===== config.mk =====
export PLATFORM = sky130hd
export DESIGN_NAME = decode_top
export DESIGN_NICKNAME = d
export VERILOG_FILES = /design/src/logic/isa_pkg.sv /design/src/logic/uop_pkg.sv /design/src/logic/insn_classify.sv /design/src/logic/slot_decode.sv /design/src/logic/uop_compact.sv /design/src/logic/decode_skid.sv /design/src/logic/decode_top.sv
export SDC_FILE = /design/constraint.sdc
export NUM_CORES = 1
export LEC_CHECK = 0
export ABC_AREA = 1
export BUFFER_PORTS_ARGS = -buffer_cell sky130_fd_sc_hd__buf_4
export CORE_UTILIZATION = 45
export CTS_BUF_LIST = sky130_fd_sc_hd__clkbuf_8
export CTS_CLUSTER_SIZE = 25
export DETAILED_ROUTE_END_ITERATION = 6
export GPL_TIMING_DRIVEN = 0
export PLACE_DENSITY = 0.75
export SYNTH_ARGS = -nofsm -noshare
export SYNTH_HDL_FRONTEND = slang
export SYNTH_HIERARCHICAL = 1
export SYNTH_SLANG_ARGS = --single-unit

===== constraint.sdc =====
create_clock -name clk_in -period 43.9 [get_ports clk_in]
set_input_delay 4.39 -clock clk_in [delete_from_list [all_inputs] [get_ports clk_in]]
set_output_delay 4.39 -clock clk_in [all_outputs]
set_load 0.01 [all_outputs]

===== src/logic/isa_pkg.sv =====
package isa_pkg;

    typedef logic [31:0] insn_t;

    typedef enum logic [3:0] {
        OPC_INVALID,
        OPC_LDUR,
        OPC_STUR,
        OPC_MOVZ,
        OPC_MOVK,
        OPC_ADD,
        OPC_SUB,
        OPC_ADDS,
        OPC_SUBS,
        OPC_ORR,
        OPC_EOR,
        OPC_ANDS,
        OPC_B,
        OPC_NOP,
        OPC_HLT
    } opcode_t;

    // match/mask pairs over insn[31:21]
    localparam logic [10:0] LDUR_MATCH = 11'b11111000010;
    localparam logic [10:0] LDUR_MASK  = 11'b11111111111;
    localparam logic [10:0] STUR_MATCH = 11'b11111000000;
    localparam logic [10:0] STUR_MASK  = 11'b11111111111;
    localparam logic [10:0] MOVZ_MATCH = 11'b11010010100;
    localparam logic [10:0] MOVZ_MASK  = 11'b11111111100; // hw in 22:21
    localparam logic [10:0] MOVK_MATCH = 11'b11110010100;
    localparam logic [10:0] MOVK_MASK  = 11'b11111111100;
    localparam logic [10:0] ADD_MATCH  = 11'b10010001000;
    localparam logic [10:0] ADD_MASK   = 11'b11111111110; // bit 21 is imm12 msb
    localparam logic [10:0] SUB_MATCH  = 11'b11010001000;
    localparam logic [10:0] SUB_MASK   = 11'b11111111110;
    localparam logic [10:0] ADDS_MATCH = 11'b10101011000;
    localparam logic [10:0] ADDS_MASK  = 11'b11111111111;
    localparam logic [10:0] SUBS_MATCH = 11'b11101011000;
    localparam logic [10:0] SUBS_MASK  = 11'b11111111111;
    localparam logic [10:0] ORR_MATCH  = 11'b10101010000;
    localparam logic [10:0] ORR_MASK   = 11'b11111111111;
    localparam logic [10:0] EOR_MATCH  = 11'b11001010000;
    localparam logic [10:0] EOR_MASK   = 11'b11111111111;
    localparam logic [10:0] ANDS_MATCH = 11'b11101010000;
    localparam logic [10:0] ANDS_MASK  = 11'b11111111111;
    localparam logic [10:0] B_MATCH    = 11'b00010100000;
    localparam logic [10:0] B_MASK     = 11'b11111100000; // imm26 below
    localparam logic [10:0] NOP_MATCH  = 11'b11010101000;
    localparam logic [10:0] NOP_MASK   = 11'b11111111111;
    localparam logic [10:0] HLT_MATCH  = 11'b11010100010;
    localparam logic [10:0] HLT_MASK   = 11'b11111111111;

    // field positions
    localparam int RD_LSB    = 0;  // also Rt
    localparam int RN_LSB    = 5;
    localparam int RM_LSB    = 16;
    localparam int IMM12_LSB = 10;
    localparam int IMM9_LSB  = 12;
    localparam int IMM16_LSB = 5;
    localparam int HW_LSB    = 21;

    localparam logic [4:0] REG_SP = 5'd31;

endpackage


===== src/logic/uop_pkg.sv =====
package uop_pkg;

    localparam int DECODE_WIDTH = 2;
    localparam int QUEUE_WIDTH  = 2 * DECODE_WIDTH; // up to two uops per word
    localparam int PUSH_W       = $clog2(QUEUE_WIDTH + 1);
    localparam int UOP_DATA_W   = 40;

    typedef enum logic [3:0] {
        UOP_ADD,
        UOP_SUB,
        UOP_ORR,
        UOP_EOR,
        UOP_AND,
        UOP_MOVZ,
        UOP_MOVK,
        UOP_LOAD,
        UOP_STORE,
        UOP_HLT
    } uop_code_t;

    typedef struct packed {
        logic [4:0] gpr;
        logic       is_sp;
    } reg_ref_t;

    typedef struct packed {
        logic [3:0]  pad;
        reg_ref_t    dst;
        reg_ref_t    src;
        logic [20:0] imm;
        logic [1:0]  hw;
        logic        set_nzcv;
    } uop_ri_t;

    typedef struct packed {
        logic [20:0] pad;
        reg_ref_t    dst;
        reg_ref_t    src1;
        reg_ref_t    src2;
        logic        set_nzcv;
    } uop_rr_t;

    // valb_sel picks the view
    typedef union packed {
        uop_ri_t ri;
        uop_rr_t rr;
    } uop_data_u;

    typedef struct packed {
        uop_code_t   uop_code;
        logic [63:0] pc;
        uop_data_u   data;
        logic        valb_sel;
        logic        mem_read;
        logic        mem_write;
        logic        w_enable;
        logic        tx_begin;
        logic        tx_end;
    } uop_t;

    typedef struct packed {
        uop_t [1:0] uop;
        logic [1:0] count; // 0..2
    } slot_uops_t;

    typedef struct packed {
        uop_t [QUEUE_WIDTH-1:0] uops;
        logic [PUSH_W-1:0]      pushes;
    } uop_group_t;

endpackage


===== src/logic/insn_classify.sv =====
module insn_classify import isa_pkg::*; (
    input  insn_t   insn,
    output opcode_t opcode
);

    logic [10:0] key;

    assign key = insn[31:21];

    // first match wins
    always_comb begin
        opcode = OPC_INVALID;
        if ((key & LDUR_MASK) == LDUR_MATCH)
            opcode = OPC_LDUR;
        else if ((key & STUR_MASK) == STUR_MATCH)
            opcode = OPC_STUR;
        else if ((key & MOVZ_MASK) == MOVZ_MATCH)
            opcode = OPC_MOVZ;
        else if ((key & MOVK_MASK) == MOVK_MATCH)
            opcode = OPC_MOVK;
        else if ((key & ADD_MASK) == ADD_MATCH)
            opcode = OPC_ADD;
        else if ((key & SUB_MASK) == SUB_MATCH)
            opcode = OPC_SUB;
        else if ((key & ADDS_MASK) == ADDS_MATCH)
            opcode = OPC_ADDS;
        else if ((key & SUBS_MASK) == SUBS_MATCH)
            opcode = OPC_SUBS;
        else if ((key & ORR_MASK) == ORR_MATCH)
            opcode = OPC_ORR;
        else if ((key & EOR_MASK) == EOR_MATCH)
            opcode = OPC_EOR;
        else if ((key & ANDS_MASK) == ANDS_MATCH)
            opcode = OPC_ANDS;
        else if ((key & B_MASK) == B_MATCH)
            opcode = OPC_B;
        else if ((key & NOP_MASK) == NOP_MATCH)
            opcode = OPC_NOP; // whole hint space lands here
        else if ((key & HLT_MASK) == HLT_MATCH)
            opcode = OPC_HLT;
    end

endmodule


===== src/logic/slot_decode.sv =====
module slot_decode import isa_pkg::*, uop_pkg::*; (
    input  insn_t       insn,
    input  opcode_t     opcode,
    input  logic [63:0] pc,
    output slot_uops_t  uops
);

    // address add of a cracked LDUR/STUR, result lands in Rt
    function automatic uop_t dec_mem_add(input insn_t w);
        uop_t       u;
        uop_ri_t    ri;
        logic [8:0] off;
        logic [8:0] mag;
        off = w[IMM9_LSB +: 9];
        mag = off[8] ? (~off + 9'd1) : off; // sub takes the magnitude
        u = '0;
        ri = '0;
        ri.dst.gpr = w[RD_LSB +: 5];
        ri.src.gpr = w[RN_LSB +: 5];
        ri.src.is_sp = (w[RN_LSB +: 5] == REG_SP);
        ri.imm = {12'b0, mag};
        u.data.ri = ri;
        u.uop_code = off[8] ? UOP_SUB : UOP_ADD;
        u.w_enable = 1'b1;
        u.tx_begin = 1'b1;
        return u;
    endfunction

    function automatic uop_t dec_mem(input insn_t w, input logic cracked, input logic load);
        uop_t    u;
        uop_ri_t ri;
        u = '0;
        ri = '0;
        ri.dst.gpr = w[RD_LSB +: 5];
        ri.src.gpr = cracked ? w[RD_LSB +: 5] : w[RN_LSB +: 5]; // base is Rt once added
        ri.src.is_sp = !cracked && (w[RN_LSB +: 5] == REG_SP);
        u.data.ri = ri;
        u.uop_code = load ? UOP_LOAD : UOP_STORE;
        u.mem_read = load;
        u.w_enable = load;
        u.mem_write = !load;
        u.tx_begin = !cracked;
        u.tx_end = 1'b1;
        return u;
    endfunction

    function automatic uop_t dec_move(input insn_t w, input logic keep);
        uop_t    u;
        uop_ri_t ri;
        u = '0;
        ri = '0;
        ri.dst.gpr = w[RD_LSB +: 5];
        ri.imm = {5'b0, w[IMM16_LSB +: 16]};
        ri.hw = keep ? w[HW_LSB +: 2] : 2'b0;
        u.data.ri = ri;
        u.uop_code = keep ? UOP_MOVK : UOP_MOVZ;
        u.w_enable = 1'b1;
        u.tx_begin = 1'b1;
        u.tx_end = 1'b1;
        return u;
    endfunction

    // add/sub immediate, register 31 reads as sp
    function automatic uop_t dec_ri(input insn_t w, input uop_code_t code);
        uop_t    u;
        uop_ri_t ri;
        u = '0;
        ri = '0;
        ri.dst.gpr = w[RD_LSB +: 5];
        ri.dst.is_sp = (w[RD_LSB +: 5] == REG_SP);
        ri.src.gpr = w[RN_LSB +: 5];
        ri.src.is_sp = (w[RN_LSB +: 5] == REG_SP);
        ri.imm = {9'b0, w[IMM12_LSB +: 12]};
        u.data.ri = ri;
        u.uop_code = code;
        u.w_enable = 1'b1;
        u.tx_begin = 1'b1;
        u.tx_end = 1'b1;
        return u;
    endfunction

    function automatic uop_t dec_rr(input insn_t w, input uop_code_t code, input logic flags);
        uop_t    u;
        uop_rr_t rr;
        u = '0;
        rr = '0;
        rr.dst.gpr = w[RD_LSB +: 5];
        rr.src1.gpr = w[RN_LSB +: 5];
        rr.src2.gpr = w[RM_LSB +: 5];
        rr.set_nzcv = flags;
        u.data.rr = rr;
        u.uop_code = code;
        u.valb_sel = 1'b1;
        u.w_enable = 1'b1;
        u.tx_begin = 1'b1;
        u.tx_end = 1'b1;
        return u;
    endfunction

    always_comb begin
        logic load;
        logic cracked;
        load = (opcode == OPC_LDUR);
        cracked = (insn[IMM9_LSB +: 9] != 9'd0);
        uops = '0;
        case (opcode)
            OPC_LDUR, OPC_STUR: begin
                if (cracked) begin
                    uops.uop[0] = dec_mem_add(insn);
                    uops.uop[1] = dec_mem(insn, 1'b1, load);
                    uops.count = 2'd2;
                end else begin
                    uops.uop[0] = dec_mem(insn, 1'b0, load);
                    uops.count = 2'd1;
                end
            end
            OPC_MOVZ, OPC_MOVK: begin
                uops.uop[0] = dec_move(insn, opcode == OPC_MOVK);
                uops.count = 2'd1;
            end
            OPC_ADD: begin
                uops.uop[0] = dec_ri(insn, UOP_ADD);
                uops.count = 2'd1;
            end
            OPC_SUB: begin
                uops.uop[0] = dec_ri(insn, UOP_SUB);
                uops.count = 2'd1;
            end
            OPC_ADDS: begin
                uops.uop[0] = dec_rr(insn, UOP_ADD, 1'b1);
                uops.count = 2'd1;
            end
            OPC_SUBS: begin
                uops.uop[0] = dec_rr(insn, UOP_SUB, 1'b1);
                uops.count = 2'd1;
            end
            OPC_ORR: begin
                uops.uop[0] = dec_rr(insn, UOP_ORR, 1'b0);
                uops.count = 2'd1;
            end
            OPC_EOR: begin
                uops.uop[0] = dec_rr(insn, UOP_EOR, 1'b0);
                uops.count = 2'd1;
            end
            OPC_ANDS: begin
                uops.uop[0] = dec_rr(insn, UOP_AND, 1'b1);
                uops.count = 2'd1;
            end
            OPC_HLT: begin
                uops.uop[0].uop_code = UOP_HLT;
                uops.uop[0].tx_begin = 1'b1;
                uops.uop[0].tx_end = 1'b1;
                uops.count = 2'd1;
            end
            default: uops.count = 2'd0; // B, NOP and unknown words vanish
        endcase
        for (int k = 0; k < 2; k++) begin
            if (k < uops.count)
                uops.uop[k].pc = pc;
        end
    end

endmodule


===== src/logic/uop_compact.sv =====
module uop_compact import uop_pkg::*; #(
    parameter int SUPER_SCALAR_WIDTH = DECODE_WIDTH
) (
    input  slot_uops_t [SUPER_SCALAR_WIDTH-1:0] slots,
    output uop_group_t                          group
);

    // slot order is program order, so packing keeps it
    always_comb begin
        int unsigned idx;
        group = '0;
        idx = 0;
        for (int s = 0; s < SUPER_SCALAR_WIDTH; s++) begin
            for (int k = 0; k < 2; k++) begin
                if (k < slots[s].count && idx < QUEUE_WIDTH) begin
                    group.uops[idx] = slots[s].uop[k];
                    idx++;
                end
            end
        end
        group.pushes = PUSH_W'(idx);
    end

endmodule


===== src/logic/decode_skid.sv =====
module decode_skid import uop_pkg::*; (
    input  logic       clk_in,
    input  logic       arst_n,
    input  logic       flush,
    input  logic       fetch_valid,
    output logic       decode_ready,
    input  uop_group_t group_in,
    input  logic       exe_ready,
    output logic       decode_valid,
    output uop_group_t queue_group
);

    uop_group_t out_q;
    uop_group_t spare_q;
    logic       out_valid;
    logic       spare_valid;
    logic       take;      // accepted and worth keeping
    logic       out_free;  // output stage empty or draining
    logic       load_out;

    assign decode_ready = !spare_valid;
    assign take         = fetch_valid && decode_ready && (group_in.pushes != '0);
    assign out_free     = !out_valid || exe_ready;
    assign load_out     = out_free && (spare_valid || take);

    assign decode_valid = out_valid;
    assign queue_group  = out_q;

    always_ff @(posedge clk_in or negedge arst_n) begin
        if (!arst_n) begin
            out_valid <= 1'b0;
            spare_valid <= 1'b0;
        end else if (flush) begin
            out_valid <= 1'b0;
            spare_valid <= 1'b0;
        end else if (out_free) begin
            out_valid <= spare_valid || take; // spare first, fetch is stalled then
            spare_valid <= 1'b0;
        end else if (take) begin
            spare_valid <= 1'b1;
        end
    end

    always_ff @(posedge clk_in) begin
        if (load_out)
            out_q <= spare_valid ? spare_q : group_in;
        if (take && !out_free)
            spare_q <= group_in;
    end

endmodule


===== src/logic/decode_top.sv =====
module decode_top import isa_pkg::*, uop_pkg::*; #(
    parameter int SUPER_SCALAR_WIDTH = DECODE_WIDTH
) (
    input  logic                                 clk_in,
    input  logic                                 arst_n,
    input  logic                                 flush,
    input  logic                                 fetch_valid,
    input  insn_t [SUPER_SCALAR_WIDTH-1:0]       fetch_insn,
    input  logic  [SUPER_SCALAR_WIDTH-1:0][63:0] fetch_pc,
    output logic                                 decode_ready,
    input  logic                                 exe_ready,
    output logic                                 decode_valid,
    output uop_group_t                           queue_group
);

    opcode_t    [SUPER_SCALAR_WIDTH-1:0] slot_opcode;
    slot_uops_t [SUPER_SCALAR_WIDTH-1:0] slot_uops;
    uop_group_t                          packed_group;

    for (genvar s = 0; s < SUPER_SCALAR_WIDTH; s++) begin : g_slot
        insn_classify insn_classify_inst (
            .insn   (fetch_insn[s]),
            .opcode (slot_opcode[s])
        );

        slot_decode slot_decode_inst (
            .insn   (fetch_insn[s]),
            .opcode (slot_opcode[s]),
            .pc     (fetch_pc[s]),
            .uops   (slot_uops[s])
        );
    end

    uop_compact #(
        .SUPER_SCALAR_WIDTH (SUPER_SCALAR_WIDTH)
    ) uop_compact_inst (
        .slots (slot_uops),
        .group (packed_group)
    );

    decode_skid decode_skid_inst (
        .clk_in       (clk_in),
        .arst_n       (arst_n),
        .flush        (flush),
        .fetch_valid  (fetch_valid),
        .decode_ready (decode_ready),
        .group_in     (packed_group),
        .exe_ready    (exe_ready),
        .decode_valid (decode_valid),
        .queue_group  (queue_group)
    );

endmodule


Yosys cells after proc, flatten, opt, wreduce, memory -nomap -nowiden. Index checks and enable logic that the tools add are counted.

Add/sub/neg operators: 5. Reduce and logical (&&, ||, !) cells: 36. $lt $le $gt $ge: 13. Bitwise operators: 2. Equality and inequality tests: 56. Multiplexer cells: 78.

Operator list (number): 456-bit bitwise mux (3); 456-bit two-way mux (3); 114-bit two-way mux (8); 114-bit demux with 2-bit select (3); 108-bit case mux with 5 select lines (1); 459-bit two-way mux (1); 116-bit two-way mux (2); 44-bit case mux with 5 select lines (1); 11-bit == test, second input constant (18); 64-bit two-way mux (3); 32-bit by 3-bit < comparator with 1-bit output, second input constant (4); 4-bit two-way mux (30); 32-bit by 1-bit >= comparator with 1-bit output, second input constant (2); 32-bit two-way mux (2); 4-bit case mux with 7 select lines (2); 10-bit == test, second input constant (4); 4-bit == test, second input constant (10); 9-bit == test, second input constant (4); 32-bit by 1-bit adder with 32-bit output, second input constant (1); 4-bit by 3-bit == test with 1-bit output, second input constant (8); 5-bit == test, second input constant (4); 10-bit OR reduction (2); 2-bit OR reduction (10); 9-bit by 1-bit adder with 9-bit output, second input constant (2); 21 further kinds (62).

Output and inout bits: 461. Register bits after elaboration: 920.

Logic depth before layout (Yosys ltp).
Depth in word-level cells: 35. Mapped depth: 30. Mapped depth without buffers: 27.

Hierarchy. Netlist, hierarchy kept.

Modules (own cells, without submodules): decode_skid (sequential area each 27616.5 µm², instances 1, area each 33393.3 µm², cells each 2415); uop_compact (sequential area each 0.0 µm², instances 1, area each 7423.4 µm², cells each 1716); slot_decode (sequential area each 0.0 µm², instances 2, area each 2249.7 µm², cells each 474); insn_classify at g_slot[1].insn_classify_inst (sequential area each 0.0 µm², instances 1, area each 311.5 µm², cells each 65); insn_classify at g_slot[0].insn_classify_inst (sequential area each 0.0 µm², instances 1, area each 299.0 µm², cells each 62).

Worst setup path after synthesis. No wires, ideal clock.

Kind: input port to flip-flop. Start: input port fetch_insn[55] (netlist name). End: register decode_skid_inst/spare_q[0] (netlist name) (enable). Setup slack: 4.179 ns. Setup time: 1.851 ns. Arrival time: 37.870 ns. Stages: 22. Path through: inv_1 -> nand2_1 -> nor2_4 -> nand3_1 -> nand2_1 -> nor2_1 -> nand4_1 -> nor2_2 -> nand2_2 -> o21ai_0 -> nor2_4 -> inv_2 -> nand2_2 -> buf_4 -> buf_2 -> inv_1 -> ha_1 -> nor2_1 -> nor2_1 -> nand2_1 -> nand2_1 -> nor3_1.

RTL lines: from (decl) (RTL line decode_top.sv:8) `input insn_t [SUPER_SCALAR_WIDTH-1:0] fetch_insn,`; to (signal assigned) (RTL line decode_skid.sv:48) `spare_q <= group_in;`; to (decl) (RTL line decode_skid.sv:14) `uop_group_t spare_q;`.

==> metrics.csv <==
metric,value,unit
design_area,0.0566,sq mm
hold_violations,0,
finalCriticalPeriod,11270,ps
finalSetupTns,0,ps
p_per_area,32.0,mW/mm^2
synthCells,5206,
layout-drive-gt1-share,20.3,%
clkSlewWorstSetupHoldPaths,60,ps
multiInputGateArea,0.0145,sq mm
postLayoutCoreUtil,56.3,%
grt_pass1_vias,37653,
die_area,0.103,sq mm
drc_errors,8,
setup_viol,0,
antenna_found_initial,18,
ir_worst_vdd,22.8,uV
seq_area,0.0276,sq mm
drv_cap,0,
crit_type,in2reg,
firstDrtPassIters,7,
track_usage,31.4,%
post_dp_cell_area,0.0537,sq mm
cp_max_fo,12,
synth_top_area_cell,edfxtp_1,
fin_nets,6363,
yosysMostFrequentCell,nand2_1,
worst_path_max_delay_cell,o21ai_0,
cts_resized,0,
cts_max_level,4,
async_reset_ff_share,0.217,%
numCtsBuffers,156,
io-pin-count,658,
cts_hold_buffers,0,
vias,40157,
grt_max_degree,36,
yosysUniqueCellTypes,33,
finalPower,1810,uW
viasPerCell,5.25,
tightest_slew,1160,ps
p_leak,0.0262,uW
wl_per_cell,21.8,um
syn_area_per_cell,8.82,sq um
netlist_area,0.0459,sq mm
hp-class,reg2reg,
numClockSinks,920,
die_w,321,um
crit_arrival,11840,ps
fin_crit_sh,25.7,%
rrSetupSlack,40140,ps
clock_latency,870,ps
status,"complete, but fails checks",
wl_met1,63.8,mm
cts_tree,built,
max_stage_delay,900,ps
synth-seq-cells,920,
drt-initial-drc-count,4971,
fill_cells,8974,
critical_path_required,44470,ps
grt_first_pass_wirelength,238,mm
globalRoute.totalOverflow,0,
rsz0062_at_grt,no,
synthFlopType,edfxtp_1,
drtAntennaViolNets,0,
slew_viol_final,0,
rows,116,
violations,design-rule violations,
synth-edff-count,918,
wl_met2,77.8,mm
io_buffers,657,
synth_top_area_share,60.0,%
ys_warn_count,6,
fin_skew,52.4,ps
coreArea,0.101,sq mm
routed_wl,166,mm
synth_common_cells,"2186 x nand2_1, 918 x edfxtp_1, 618 x nor2_1, 451 x inv_1, 260 x nand3_1",
fmax,0.0887,GHz
cts_buffer_depth,3,
root_buffer,clkbuf_8,
place_hpwl,125,mm
crit_path_start_kind,primary input,
place.gp.congestion,0.945,
wl_met3,17.5,mm
dieHeight,321,um
initial_core_util,45.7,%
syn_to_final_growth,23.2,%
critPathCaptureType,flip-flop,
synth-seq-area-share,60.1,%
synth_area_leaders,"edfxtp_1 60%, nand2_1 18%, nor2_1 5.1%, inv_1 3.7%, nand3_1 2.8%",
relSlewSlack,22.5,%
cp_common_cell,buf_6,
top_layer_used,met5,
post_cts_buffers,0,
==> flip-flops by register name, summed over array words and instances (netlist names) <==
signal / count
decode_skid_inst/decode_valid: 1
decode_skid_inst/spare_q: 459
decode_skid_inst/queue_group: 459
decode_skid_inst/spare_valid: 1
==> routing by layer <==
layer / vias up / global-route usage, %
met3: 395 / 8.11
li1: 18487 / -
met5: - / 0
met1: 18971 / 39.7
met4: 16 / 13.8
met2: 2288 / 51.0
==> critical path, delay by kind of cell <==
kind / cells / cell delay (ps)
adder cells (fa/ha/maj): 1 / 230
buffers and inverters: 15 / 3130
AO/OA/AOI/OAI: 1 / 900
AND/OR/NAND/NOR: 17 / 3090
==> placed cells by master, fill, tap and decap left out, types with 75 or more instances in the layout <==
cell type	n
nand2_1	2186
clkbuf_8	159
buf_2	124
nor2_1	618
o211ai_1	119
clkbuf_1	75
inv_1	494
nand3_1	260
conb_1	83
buf_4	808
edfxtp_1	918
==> metrics by stage <==
step / setup slack (ps) / hold slack (ps) / std cells
after floorplan: 4180 / 491 / 5286
after global placement: -13710 / 500 / 7300
after detailed placement: 31850 / 504 / 7362
after CTS: 32800 / 486 / 7632
after global routing: 32350 / 503 / 7634
final: 32630 / 495 / 7642
==> cells by family (layout without fill, tap and decap cells) <==
logic type                 after synthesis  after routing  synth area share, %
AOI/OAI and AO/OA                      273            273                 3.65
buffers and inverters                  861           1850                 9.08
other                                    3             93               0.0245
and+or+nand+nor                       3141           3141                 26.9
DFF                                    920            920                 60.1
xor gates and xnor gates                 5              5               0.0953
adders and majority gates                3              3               0.0817
==> layout make-up <==
class,instances,area share (%)
Sequential cell,920,48.8
Multi-Input combinational cell,3505,25.6
Timing Repair Buffer,719,10.2
Buffer,390,4.22
Clock buffer,159,3.87
Inverter,471,3.15
Tap cell,1357,3.00
Clock inverter,111,1.13
Antenna cell,10,0.0442
==> worst paths after layout <==
| check | startpoint | to | cells past startpoint |
|---|---|---|---|
| worst max-delay path | fetch_insn[53] | decode_skid_inst/spare_q[78] | 34 |
| worst min-delay path | decode_skid_inst/spare_q[113] | decode_skid_inst/queue_group[113] | 2 |
| worst max register to register | decode_skid_inst/spare_valid | decode_skid_inst/spare_q[78] | 14 |
| worst min register to register | decode_skid_inst/spare_q[113] | decode_skid_inst/queue_group[113] | 2 |
| max in group asynchronous | arst_n | decode_skid_inst/decode_valid | 1 |
| min in group asynchronous | arst_n | decode_skid_inst/spare_valid | 1 |
==> report_power, final <==
part / internal, uW / leakage (uW) / switching (uW) / total [uW]
combinational: 42.7 / 0.0151 / 66.5 / 109
clock: 367 / 0.00159 / 362 / 729
sequential: 970 / 0.00947 / 5.04 / 975
total: 1380 / 0.0262 / 434 / 1810
(Power assumes the default switching activity.)
